<file path="config.mk">
export PLATFORM = sky130hd
export DESIGN_NAME = ahb_slave_agent
export DESIGN_NICKNAME = d
export VERILOG_FILES = /design/src/source/ahb_agent_pkg.sv /design/src/source/pkt_stream_if.sv /design/src/source/pkt_slot.sv /design/src/source/ahb_addr_phase.sv /design/src/source/ahb_data_phase.sv /design/src/source/ahb_slave_agent.sv
export VERILOG_INCLUDE_DIRS = /design/src /design/src/source
export SDC_FILE = /design/constraint.sdc
export NUM_CORES = 1
export LEC_CHECK = 0
export BUFFER_PORTS_ARGS = -buffer_cell sky130_fd_sc_hd__buf_2
export CAP_MARGIN = 10
export CORE_UTILIZATION = 54
export DETAILED_ROUTE_END_ITERATION = 10
export HOLD_SLACK_MARGIN = 0.08
export MAX_ROUTING_LAYER = met4
export PLACE_DENSITY = 0.85
export SYNTH_ARGS = -nofsm -noshare
export SYNTH_HDL_FRONTEND = slang
export SYNTH_HIERARCHICAL = 1
export SYNTH_SLANG_ARGS = --single-unit
</file>
<file path="constraint.sdc">
create_clock -name aclk -period 4.05 [get_ports aclk]
set_input_delay 0.6075 -clock aclk [delete_from_list [all_inputs] [get_ports aclk]]
set_output_delay 0.6075 -clock aclk [all_outputs]
set_load 0.05 [all_outputs]
</file>
<file path="src/source/ahb_agent_defines.svh">
// ahb agent bus widths, ahb transfer and response codes, reset values
`ifndef AHB_AGENT_DEFINES_SVH
`define AHB_AGENT_DEFINES_SVH

// ----------------------------------------------------------
// widths
// ----------------------------------------------------------
`define AHB_ADDR_W      32
`define AHB_DATA_W      32
`define AHB_BE_W        4
`define AHB_SIZE_W      3           // hsize field
`define PKT_ID_W        2

// ----------------------------------------------------------
// ahb and packet codes
// ----------------------------------------------------------
`define HTRANS_IDLE     2'b00
`define HTRANS_NONSEQ   2'b10

`define HRESP_OKAY      2'b00
`define HRESP_ERROR     2'b01

`define RSP_OKAY        2'b00
`define RSP_SLVERR      2'b10       // ORs cleanly over a packet

`define RESET_HSIZE     3'd2        // word

`endif

</file>
<file path="src/source/ahb_agent_pkg.sv">
// ahb agent package with the data-phase record and the response beat type
`default_nettype none

`include "ahb_agent_defines.svh"

package ahb_agent_pkg;

    // ----------------------------------------------------------
    // one accepted beat, as the data phase needs it
    // ----------------------------------------------------------
    typedef struct packed {
        logic                    sop;
        logic                    eop;
        logic                    read;
        logic                    np_write;   // write, not posted
        logic [`AHB_DATA_W-1:0]  wdata;
        logic [`PKT_ID_W-1:0]    src_id;
        logic [`PKT_ID_W-1:0]    dest_id;
    } dphase_t;

    // ----------------------------------------------------------
    // one response beat
    // ----------------------------------------------------------
    typedef struct packed {
        logic                    sop;
        logic                    eop;
        logic [`AHB_DATA_W-1:0]  data;
        logic [1:0]              status;
        logic [`PKT_ID_W-1:0]    src_id;     // already swapped
        logic [`PKT_ID_W-1:0]    dest_id;
    } rsp_pkt_t;

endpackage

`default_nettype wire

</file>
<file path="src/source/pkt_stream_if.sv">
// valid/ready packet stream carrying framing bits and a typed payload
`timescale 1ns/1ps
`default_nettype none

interface pkt_stream_if #(
    parameter type payload_t = logic
);

    logic     valid;
    logic     ready;
    logic     sop;
    logic     eop;
    payload_t payload;      // stable while valid && !ready

    modport source (
        output valid,
        output sop,
        output eop,
        output payload,
        input  ready
    );

    modport sink (
        input  valid,
        input  sop,
        input  eop,
        input  payload,
        output ready
    );

endinterface

`default_nettype wire

</file>
<file path="src/source/pkt_slot.sv">
// one-entry registered stream buffer, generic over its payload type
`timescale 1ns/1ps
`default_nettype none

module pkt_slot #(
    parameter type payload_t = logic
) (
    input  wire logic     aclk,
    input  wire logic     aresetn,
    pkt_stream_if.sink    in,
    pkt_stream_if.source  out
);

    logic     full;
    logic     load;
    logic     sop_q;
    logic     eop_q;
    payload_t data_q;

    // room when empty, or when the head leaves this cycle
    assign in.ready = !full || out.ready;
    assign load     = in.valid && in.ready;

    always_ff @(posedge aclk or negedge aresetn) begin
        if (!aresetn) begin
            full <= 1'b0;
        end else if (load) begin
            full <= 1'b1;
        end else if (out.ready) begin
            full <= 1'b0;       // drained, nothing new
        end
    end

    // ----------------------------------------------------------
    // entry storage
    // ----------------------------------------------------------
    always_ff @(posedge aclk) begin
        if (load) begin
            sop_q  <= in.sop;
            eop_q  <= in.eop;
            data_q <= in.payload;
        end
    end

    assign out.valid   = full;      // also the busy flag seen upstream
    assign out.sop     = sop_q;
    assign out.eop     = eop_q;
    assign out.payload = data_q;

endmodule

`default_nettype wire

</file>
<file path="src/source/ahb_addr_phase.sv">
// ahb address phase: command acceptance, size alignment, htrans and held address
`timescale 1ns/1ps
`default_nettype none

`include "ahb_agent_defines.svh"

module ahb_addr_phase (
    input  wire logic                     aclk,
    input  wire logic                     aresetn,
    // command beat
    input  wire logic                     cp_valid,
    output logic                          cp_ready,
    input  wire logic                     cp_sop,
    input  wire logic                     cp_eop,
    input  wire logic [`AHB_ADDR_W-1:0]   cp_addr,
    input  wire logic [`AHB_SIZE_W-1:0]   cp_size,
    input  wire logic [`AHB_BE_W-1:0]     cp_byteen,
    input  wire logic [`AHB_DATA_W-1:0]   cp_wdata,
    input  wire logic                     cp_read,
    input  wire logic                     cp_write,
    input  wire logic                     cp_posted,
    input  wire logic [`PKT_ID_W-1:0]     cp_src_id,
    input  wire logic [`PKT_ID_W-1:0]     cp_dest_id,
    // data phase status
    input  wire logic                     slot_busy,
    input  wire logic                     m0_hreadyout,
    pkt_stream_if.source                  dphase_in,
    // ahb address phase
    output logic                          m0_hsel,
    output logic [`AHB_ADDR_W-1:0]        m0_haddr,
    output logic                          m0_hwrite,
    output logic [`AHB_SIZE_W-1:0]        m0_hsize,
    output logic [1:0]                    m0_htrans
);
    import ahb_agent_pkg::*;

    logic                   run_q;
    logic                   accept;
    logic                   be_any;
    logic [`AHB_ADDR_W-1:0] size_mask;
    logic [`AHB_ADDR_W-1:0] addr_aligned;
    logic [`AHB_ADDR_W-1:0] haddr_q;
    logic                   hwrite_q;
    logic [`AHB_SIZE_W-1:0] hsize_q;
    dphase_t                rec;

    // ----------------------------------------------------------
    // acceptance
    // ----------------------------------------------------------
    always_ff @(posedge aclk or negedge aresetn) begin
        if (!aresetn) begin
            run_q <= 1'b0;
        end else begin
            run_q <= 1'b1;      // first edge after reset release
        end
    end

    // a pending data phase must end this cycle before the next address goes out
    assign cp_ready = run_q && dphase_in.ready && (!slot_busy || m0_hreadyout);
    assign accept   = cp_valid && cp_ready;

    assign size_mask    = {`AHB_ADDR_W{1'b1}} << cp_size;
    assign addr_aligned = cp_addr & size_mask;
    assign be_any       = |cp_byteen;

    // ----------------------------------------------------------
    // address phase
    // ----------------------------------------------------------
    always_ff @(posedge aclk or negedge aresetn) begin
        if (!aresetn) begin
            haddr_q  <= '0;
            hwrite_q <= 1'b0;
            hsize_q  <= `RESET_HSIZE;
        end else if (accept) begin
            haddr_q  <= addr_aligned;
            hwrite_q <= cp_write;
            hsize_q  <= cp_size;
        end
    end

    assign m0_haddr  = accept ? addr_aligned : haddr_q;
    assign m0_hwrite = accept ? cp_write : hwrite_q;
    assign m0_hsize  = accept ? cp_size : hsize_q;
    assign m0_htrans = (accept && be_any) ? `HTRANS_NONSEQ : `HTRANS_IDLE;
    assign m0_hsel   = cp_valid || slot_busy;   // stays up through the data phase

    // ----------------------------------------------------------
    // record for the data phase
    // ----------------------------------------------------------
    assign rec.sop      = cp_sop;
    assign rec.eop      = cp_eop;
    assign rec.read     = cp_read;
    assign rec.np_write = cp_write && !cp_posted;
    assign rec.wdata    = cp_wdata;
    assign rec.src_id   = cp_src_id;
    assign rec.dest_id  = cp_dest_id;

    assign dphase_in.valid   = accept;
    assign dphase_in.sop     = rec.sop;
    assign dphase_in.eop     = rec.eop;
    assign dphase_in.payload = rec;

endmodule

`default_nettype wire

</file>
<file path="src/source/ahb_data_phase.sv">
// ahb data phase: write data, completion, write status merge, response filter
`timescale 1ns/1ps
`default_nettype none

`include "ahb_agent_defines.svh"

module ahb_data_phase (
    input  wire logic                     aclk,
    input  wire logic                     aresetn,
    pkt_stream_if.sink                    dphase_out,
    pkt_stream_if.source                  rsp_in,
    output logic [`AHB_DATA_W-1:0]        m0_hwdata,
    input  wire logic [`AHB_DATA_W-1:0]   m0_hrdata,
    input  wire logic [1:0]               m0_hresp,
    input  wire logic                     m0_hreadyout
);
    import ahb_agent_pkg::*;

    dphase_t                rec;
    rsp_pkt_t               rsp;
    logic                   needs_rsp;
    logic                   ahb_done;
    logic                   pop;
    logic                   held_q;
    logic [`AHB_DATA_W-1:0] rdata_q;
    logic                   err_q;
    logic                   beat_err;
    logic [`AHB_DATA_W-1:0] beat_rdata;
    logic [1:0]             beat_status;
    logic [1:0]             merged_status;
    logic [1:0]             wr_status_q;

    assign rec       = dphase_out.payload;
    assign m0_hwdata = rec.wdata;           // slot head is the beat in data phase

    // ----------------------------------------------------------
    // completion
    // ----------------------------------------------------------
    assign needs_rsp = rec.read || (rec.np_write && dphase_out.eop);
    assign ahb_done  = dphase_out.valid && (held_q || m0_hreadyout);
    assign pop       = ahb_done && (!needs_rsp || rsp_in.ready);

    assign dphase_out.ready = pop;

    // bus data phase is over but the response slot is full, keep what the slave returned
    always_ff @(posedge aclk or negedge aresetn) begin
        if (!aresetn) begin
            held_q <= 1'b0;
        end else if (pop) begin
            held_q <= 1'b0;
        end else if (ahb_done) begin
            held_q <= 1'b1;
        end
    end

    always_ff @(posedge aclk) begin
        if (ahb_done && !held_q) begin
            rdata_q <= m0_hrdata;
            err_q   <= (m0_hresp == `HRESP_ERROR);
        end
    end

    assign beat_rdata = held_q ? rdata_q : m0_hrdata;
    assign beat_err   = held_q ? err_q : (m0_hresp == `HRESP_ERROR);

    // ----------------------------------------------------------
    // write status, restarted at each sop
    // ----------------------------------------------------------
    assign beat_status   = beat_err ? `RSP_SLVERR : `RSP_OKAY;
    assign merged_status = (dphase_out.sop ? `RSP_OKAY : wr_status_q) | beat_status;

    always_ff @(posedge aclk or negedge aresetn) begin
        if (!aresetn) begin
            wr_status_q <= `RSP_OKAY;
        end else if (pop && !rec.read) begin
            wr_status_q <= merged_status;
        end
    end

    // ----------------------------------------------------------
    // response beat
    // ----------------------------------------------------------
    assign rsp.sop     = rec.read ? dphase_out.sop : dphase_out.eop;   // write rsp is a lone beat
    assign rsp.eop     = dphase_out.eop;
    assign rsp.data    = rec.read ? beat_rdata : '0;
    assign rsp.status  = rec.read ? beat_status : merged_status;
    assign rsp.src_id  = rec.dest_id;       // swapped on the way back
    assign rsp.dest_id = rec.src_id;

    assign rsp_in.valid   = ahb_done && needs_rsp;
    assign rsp_in.sop     = rsp.sop;
    assign rsp_in.eop     = rsp.eop;
    assign rsp_in.payload = rsp;

endmodule

`default_nettype wire

</file>
<file path="src/source/ahb_slave_agent.sv">
// ahb slave agent top: command packets in, single ahb transfers out, responses back
`timescale 1ns/1ps
`default_nettype none

`include "ahb_agent_defines.svh"

module ahb_slave_agent (
    input  wire logic                     aclk,
    input  wire logic                     aresetn,
    // command packets
    input  wire logic                     cp_valid,
    output logic                          cp_ready,
    input  wire logic                     cp_sop,
    input  wire logic                     cp_eop,
    input  wire logic [`AHB_ADDR_W-1:0]   cp_addr,
    input  wire logic [`AHB_SIZE_W-1:0]   cp_size,
    input  wire logic [`AHB_BE_W-1:0]     cp_byteen,
    input  wire logic [`AHB_DATA_W-1:0]   cp_wdata,
    input  wire logic                     cp_read,
    input  wire logic                     cp_write,
    input  wire logic                     cp_posted,
    input  wire logic [`PKT_ID_W-1:0]     cp_src_id,
    input  wire logic [`PKT_ID_W-1:0]     cp_dest_id,
    // response packets
    output logic                          rp_valid,
    input  wire logic                     rp_ready,
    output logic                          rp_sop,
    output logic                          rp_eop,
    output logic [`AHB_DATA_W-1:0]        rp_data,
    output logic [1:0]                    rp_resp,
    output logic [`PKT_ID_W-1:0]          rp_src_id,
    output logic [`PKT_ID_W-1:0]          rp_dest_id,
    // ahb master side
    output logic                          m0_hsel,
    output logic [`AHB_ADDR_W-1:0]        m0_haddr,
    output logic                          m0_hwrite,
    output logic [1:0]                    m0_htrans,
    output logic [`AHB_SIZE_W-1:0]        m0_hsize,
    output logic [`AHB_DATA_W-1:0]        m0_hwdata,
    output logic                          m0_hreadyin,
    input  wire logic [`AHB_DATA_W-1:0]   m0_hrdata,
    input  wire logic [1:0]               m0_hresp,
    input  wire logic                     m0_hreadyout
);
    import ahb_agent_pkg::*;

    pkt_stream_if #(.payload_t(dphase_t))  dphase_in ();
    pkt_stream_if #(.payload_t(dphase_t))  dphase_out ();
    pkt_stream_if #(.payload_t(rsp_pkt_t)) rsp_in ();
    pkt_stream_if #(.payload_t(rsp_pkt_t)) rsp_out ();

    assign m0_hreadyin = m0_hreadyout;

    // ----------------------------------------------------------
    // command path
    // ----------------------------------------------------------
    ahb_addr_phase u_addr_phase (
        .aclk         (aclk),
        .aresetn      (aresetn),
        .cp_valid     (cp_valid),
        .cp_ready     (cp_ready),
        .cp_sop       (cp_sop),
        .cp_eop       (cp_eop),
        .cp_addr      (cp_addr),
        .cp_size      (cp_size),
        .cp_byteen    (cp_byteen),
        .cp_wdata     (cp_wdata),
        .cp_read      (cp_read),
        .cp_write     (cp_write),
        .cp_posted    (cp_posted),
        .cp_src_id    (cp_src_id),
        .cp_dest_id   (cp_dest_id),
        .slot_busy    (dphase_out.valid),   // beat in data phase
        .m0_hreadyout (m0_hreadyout),
        .dphase_in    (dphase_in.source),
        .m0_hsel      (m0_hsel),
        .m0_haddr     (m0_haddr),
        .m0_hwrite    (m0_hwrite),
        .m0_hsize     (m0_hsize),
        .m0_htrans    (m0_htrans)
    );

    pkt_slot #(.payload_t(dphase_t)) cmd_slot (
        .aclk    (aclk),
        .aresetn (aresetn),
        .in      (dphase_in.sink),
        .out     (dphase_out.source)
    );

    ahb_data_phase u_data_phase (
        .aclk         (aclk),
        .aresetn      (aresetn),
        .dphase_out   (dphase_out.sink),
        .rsp_in       (rsp_in.source),
        .m0_hwdata    (m0_hwdata),
        .m0_hrdata    (m0_hrdata),
        .m0_hresp     (m0_hresp),
        .m0_hreadyout (m0_hreadyout)
    );

    // ----------------------------------------------------------
    // response path
    // ----------------------------------------------------------
    pkt_slot #(.payload_t(rsp_pkt_t)) rsp_slot (
        .aclk    (aclk),
        .aresetn (aresetn),
        .in      (rsp_in.sink),
        .out     (rsp_out.source)
    );

    assign rp_valid      = rsp_out.valid;
    assign rsp_out.ready = rp_ready;
    assign rp_sop        = rsp_out.sop;
    assign rp_eop        = rsp_out.eop;
    assign rp_data       = rsp_out.payload.data;
    assign rp_resp       = rsp_out.payload.status;
    assign rp_src_id     = rsp_out.payload.src_id;
    assign rp_dest_id    = rsp_out.payload.dest_id;

endmodule

`default_nettype wire

</file>
==> metrics.md, run 1 <==
| Metric | Value |
|---|---|
| Outcome | `complete, but fails checks` |
| Failing checks | `DRC` |
| Synth Instances | `391` |
| DR WL/cell | `16.6 µm` |
| Htree depth | `4` |
| # DRC | `15` |
| Post-Syn Area | `6470 µm²` |
| Row Count | `39` |
| CTS root buffer | `clkbuf_16` |
| Largest net degree at the start of global routing | `43` |
| CTS Sinks | `155` |
| Finish-stage setup viols | `0` |
| Clk_skew | `6.65 ps` |
| Finished Cell Area | `7740 µm²` |
| Finished Core Util | `67.0%` |
| Slew headroom | `32.6%` |
| Initial antenna violation count | `1` |
| Min Hold Slack | `326 ps` |
| Post-DP HPWL | `8210 µm` |
| Fin. Hold Viols | `0` |
| Setup Fix Bufs, Post-CTS | `0` |
| Worst hold path class | `in2async` |
| TNS Setup | `0 ps` |
| Hold_buf cts | `0` |
| RSZ-0062 raised after global routing | `false` |
| Crit path max fanout | `38` |
| Grt total ovfl | `0` |
| Clk pin slew, worst setup/hold paths | `60 ps` |
| Worst setup path category | `reg2out` |
| Fin crit period | `3260 ps` |
| Placed Area | `7140 µm²` |
| Via/cell ratio | `4.90` |
| Die Y | `111 µm` |
| CP Data Arrival Time | `2650 ps` |
| First-pass GRT wire length | `18500 µm` |
| Die area | `12400 µm²` |
| Final wirelength | `11800 µm` |
| Die X | `111 µm` |
| Reg2reg path depth | `8` |
| Number of port buffers | `231` |
| Maxcap violations | `0` |
| Syn Nets | `510` |
| Via count | `3483` |
| Initial core utilization | `55.9%` |
| Worst path cell trace | `o21ai_2, nor2_1, nand2b_4, o2111ai_4, buf_4, mux2i_1, buf_2` |
| Nets | `673` |
| VDD IR max | `0.766 mV` |
| Power per cell area | `784 nW/µm²` |
| Final ANT Viol Nets | `0` |
| Io pins | `233` |
| Clock buffer depth | `2` |
| Slew Limit Fails | `0` |
| Final period util | `80.4%` |
| R2r setup slk | `1600 ps` |
| Total track usage | `20.6%` |
| Total CTS buffers | `17` |
| CP max stage delay | `510 ps` |
| Share of cells above drive strength 1 | `54.9%` |
| Core area | `11600 µm²` |
| TritonCTS clock tree | `built` |
| Mean Syn Cell Area | `16.5 µm²` |
| Layout Area Growth over Synthesis | `19.7%` |
| Routability cong. | `0.770` |
| Pleak | `0.00333 µW` |
| Number of global-route vias before repair | `3657` |
| Worst EP required | `3440 ps` |
| Iter 0 DRT Violations | `187` |
| Post-CTS sizing | `0` |
| Worst Setup Start Kind | `flip-flop` |
| DRT Pass-1 Iters | `8` |
| CP endpoint kind | `output port` |
| Worst slew pin tran | `1010 ps` |
| CP max-delay cell | `buf_4` |
| Max Clock Freq | `307 MHz` |
| Worst-Skew Late Latency | `420 ps` |
| YS warnings | `6` |
worst paths after layout:
check,start,endpoint
min reg2reg,cmd_slot/out.payload[2],rsp_slot/out.payload[0]
min in group aclk,cp_wdata[28],cmd_slot/out.payload[32]
min,aresetn,u_addr_phase/haddr_q[27]
max,u_data_phase/held_q,m0_haddr[4]
max reg2reg,cmd_slot/out.eop,cmd_slot/out.payload[37]
max in group asynchronous,aresetn,u_data_phase/held_q
critical path: cells and delay by family (launching register included):
kind                   cells  cell delay, ps
muxes                      1             320
and+or+nand+nor            2             260
buffers and inverters      2             830
DFF                        1             410
AOI/OAI and AO/OA          2             400
report_power, final:
part | switching (µW) | internal [µW]
Clock | 589 | 1020
Sequential | 117 | 2170
Combinational | 1590 | 586
Total | 2290 | 3780
area by class of cell:
cell class / count / area [µm²]
Tap cell: 143 / 179
Sequential cell: 155 / 4450
Clock buffer: 19 / 433
Timing Repair Buffer: 234 / 1180
Fill cell: 828 / 3820
Multi-Input combinational cell: 139 / 1310
Clock inverter: 13 / 173
Antenna cell: 1 / 2.50
Inverter: 7 / 26.3
metrics by stage:
step	total power, µW	worst slack (ps)	cells
finish	6070	794	711
global route	6300	615	711
CTS	6120	756	710
detailed placement	4490	885	678
global placement	4450	961	678
floorplan	4120	1060	391
cell usage in the layout (no fill, tap or decap), drive strengths merged, types with 2 or more instances in the layout:
master	instances
clkinvlp	2
nand2	2
clkbuf	19
nand2b	6
nor2	5
edfxtp	113
a21boi	2
o21ai	2
clkinv	5
nor3b	2
mux2i	33
bufinv	4
nor2b	34
inv	9
dfrtp	41
mux2	38
and2	2
buf	234
conb	2
registers in the layout, summed over array words and instances, names as in the netlist:
name,flops
cmd_slot/out.eop,1
cmd_slot/out.payload,38
cmd_slot/out.sop,1
cmd_slot/out.valid,1
rsp_slot/out.eop,1
rsp_slot/out.payload,38
rsp_slot/out.sop,1
rsp_slot/out.valid,1
u_addr_phase/haddr_q,32
u_addr_phase/hsize_q,3
u_addr_phase/hwrite_q,1
u_addr_phase/run_q,1
u_data_phase/err_q,1
u_data_phase/held_q,1
u_data_phase/rdata_q,32
u_data_phase/wr_status_q,2
layer usage:
metal | vias to the layer above | part of all wire, % | GRT usage (%)
met2 | 164 | 51 | 34.0
met4 | 0 | 1.7 | 9.10
met3 | 15 | 7.2 | 6.04
li1 | 1639 | - | -
met5 | - | 0 | -
met1 | 1665 | 40 | 23.5
(Power assumes the default switching activity.)
==> run 2: changes to the inputs <==
Settings changed: ABC_AREA set to 1, CORE_UTILIZATION 54 to 45, PLACE_DENSITY 0.85 to 0.75.
Clock period 4.05 ns to 2.85 ns, I/O delays scaled along.
==> run 2 against run 1 <==
Effect of this change: the flow now finishes without violations; global-route usage is 1.5 points lower; first-iteration DRC count is 110% higher; sequential power is 45% higher; clock power is 32% higher; via count is 27% higher; register-to-register slack worse by 1200 ps; highest routed layer unchanged.
==> metrics.md, run 2 <==
| Metric | Value |
|---|---|
| Die Y | `122 µm (+9.4%)` |
| Dpl cells | `860 (+27%)` |
| CP Launch Point | `cmd_slot/out.payload[37]` |
| Routability cong. | `0.888 (+15%)` |
| Slew headroom | `38.9% (+6.4 points)` |
| Worst path most repeated cell | `nand2_2` |
| First-pass GRT wire length | `20500 µm (+11%)` |
| DRT Pass-1 Iters | `8 (unchanged)` |
| Place WS | `303 ps (-582 ps)` |
| Final ANT Viol Nets | `0 (unchanged)` |
| Worst slew pin tran | `916 ps (-93.0 ps)` |
| Total track usage | `19.1% (-1.5 points)` |
| Internal cell power | `5260 µW (+39%)` |
| Slew Limit Fails | `0 (unchanged)` |
| Crit. path cell count | `14 (+7)` |
| Finished Core Util | `57.2% (-9.8 points)` |
| Fillcell total | `1125 (+36%)` |
| Cell family with most CP delay | `simple AND/OR/NAND/NOR gates` |
| Clock power frac | `23.4% (-3.2 points)` |
| Initial core utilization | `46.4% (-9.5 points)` |
| Final period util | `94.9%` |
| Final wirelength | `13800 µm (+17%)` |
| Hold_buf cts | `0 (unchanged)` |
| Nets | `823 (+22%)` |
| YS warnings | `6 (unchanged)` |
| Largest net degree at the start of global routing | `43 (unchanged)` |
| Syn Nets | `662 (+30%)` |
| # DRC | `0 (-15)` |
| Total CTS buffers | `17 (unchanged)` |
| CP max stage delay | `400 ps (-110 ps)` |
| CP endpoint kind | `output port` |
| WP buf/inv | `5 (+3)` |
| Power per cell area | `1140 nW/µm² (+45%)` |
| Post-Layout Cell Count | `896 (+26%)` |
| Worst Setup Start Kind | `flip-flop` |
| Post-route setup slack | `145 ps (-649 ps)` |
| Antenna fix cells | `0 (-1)` |
| Clk pin slew, worst setup/hold paths | `60 ps (about the same)` |
| Via/cell ratio | `4.95 (+1.1%)` |
| Die X | `122 µm (+9.4%)` |
| Mean Syn Cell Area | `11.9 µm² (-28%)` |
| Finish-stage setup viols | `0 (unchanged)` |
| Htree depth | `4 (unchanged)` |
| Reg2reg path depth | `15 (+7)` |
| CTS root buffer | `clkbuf_16` |
| Max Clock Freq | `370 MHz` |
| Worst setup path category | `reg2out` |
| Fin crit period | `2700 ps` |
| Register area | `4450 µm² (unchanged)` |
| Number of port buffers | `231 (unchanged)` |
| Switching fraction of total power | `41.9% (+4.1 points)` |
| Outcome | `completed` |
| Pleak | `0.00361 µW (+8.5%)` |
| Worst hold path class | `in2async` |
| Fin. Hold Viols | `0 (unchanged)` |
| Share of cells above drive strength 1 | `42.3% (-13 points)` |
| Flop pwr share | `36.7% (-0.9 points)` |
| Layout Area Growth over Synthesis | `23.1%` |
| Clk_skew | `6.70 ps (+0.0512 ps)` |
| Synth Instances | `543 (+39%)` |
| FF-to-FF Start | `cmd_slot/out.payload[37]` |
| Most common cell after layout, fill and taps aside | `buf_2` |
| Core area | `13900 µm² (+20%)` |
| Switch Pwr | `3790 µW (+65%)` |
| Iter 0 DRT Violations | `387 (+110%)` |
| CP Data Arrival Time | `2280 ps (-370 ps)` |
| Footprint of the multi-input gates | `1270 µm² (-2.4%)` |
| Worst-Skew Late Latency | `410 ps (about the same)` |
| CP max-delay cell | `edfxtp_1` |
| Io pins | `233 (unchanged)` |
| Worst EP required | `2420 ps (-1020 ps)` |
| Worst path cell trace | `inv_2, nand2_1, nand2_2, nand2_2, inv_1, inv_1, nand2_2, nand2_2, clkinv_4, nand2_2, nor2_4, nand2_2, nand2_2, buf_8` |
| CTS Sinks | `155 (unchanged)` |
| Finished Cell Area | `7970 µm² (+2.9%)` |
| Post-DP HPWL | `9320 µm (+14%)` |
| Grt total ovfl | `0 (unchanged)` |
| TritonCTS clock tree | `built` |
| Placed Area | `7200 µm² (+0.86%)` |
| Die area | `14900 µm² (+20%)` |
| Number of global-route vias before repair | `4210 (+15%)` |
| Row Count | `43 (+10%)` |
| VDD IR max | `0.704 mV (-8.1%)` |
| Post-Syn Area | `6470 µm² (about the same)` |
| Combinational power share | `39.8% (+4.0 points)` |
| Initial antenna violation count | `0 (-1)` |
| Crit path max fanout | `8 (-79%)` |
| R2r setup slk | `410 ps (-1190 ps)` |
| Commonest cells after routing, fill and taps aside | `buf_2 (210), edfxtp_1 (113), nand2_1 (84), nor2_1 (74), dfrtp_1 (40)` |
| Clock buffer depth | `2 (unchanged)` |
| Maxcap violations | `0 (unchanged)` |
| DR WL/cell | `15.4 µm (-7.3%)` |
| R2r endpoint | `cmd_slot/out.payload[11]` |
| Via count | `4438 (+27%)` |
-- run 2: changes by cell type in the layout (fill, tap and decap cells not counted), moves of 21 or more --
cell / delta
nor2_1: +70
mux2i_1: -33
buf_2: -21
nand2_1: +82
nor2b_1: -34
nand4_1: +29
o21ai_0: +32
-- run 2: cell type report --
type,count,share of cell area (%)
inverters,26,1.29
flip-flops and latches,155,55.8
repair buffers,241,17.1
clock buffers,19,5.43
clock inverters,12,1.57
multi-input cells,263,16.0
well taps,180,2.83
-- run 2: what timing repair did --
item,in CTS,in global routing
buffers inserted,0,3
hold endpoints to repair,0,0
resized for setup,3,62
pin swaps,0,3
setup endpoints to repair,35,37
cloned,1,1
-- run 2: stage by stage --
step           power [µW]  hold WS (ps)  setup TNS, ps
3_5_place_dp         6750           408              0
5_1_grt              9470           161          -45.4
4_1_cts              8910           165              0
3_3_place_gp         6650           402              0
6_report             9050           152              0
2_1_floorplan        6050           132              0
-- run 2: how the worst max path moves through the flow --
stage	to
after floorplan	cmd_slot/out.eop
after global placement	m0_hsize[2]
after detailed placement	m0_hsize[2]
after CTS	m0_haddr[18]
after global routing	m0_haddr[3]
final	m0_haddr[3]
-- run 2: power groups by stage --
stage                     clock, µW  combinational, µW  sequential [µW]
after floorplan                   0               2240             3810
after global placement            0               3300             3350
after detailed placement          0               3370             3380
after CTS                      2170               3400             3340
after global routing           2260               3830             3380
final                          2120               3600             3320
-- run 2: routing by layer --
| metal | wire length (µm) | global-route usage (%) |
|---|---|---|
| met1 | 5590 | 23.1 |
| met2 | 6970 | 30.3 |
| met3 | 1050 | 5.85 |
| met4 | 148 | 7.10 |
| met5 | 0 | - |
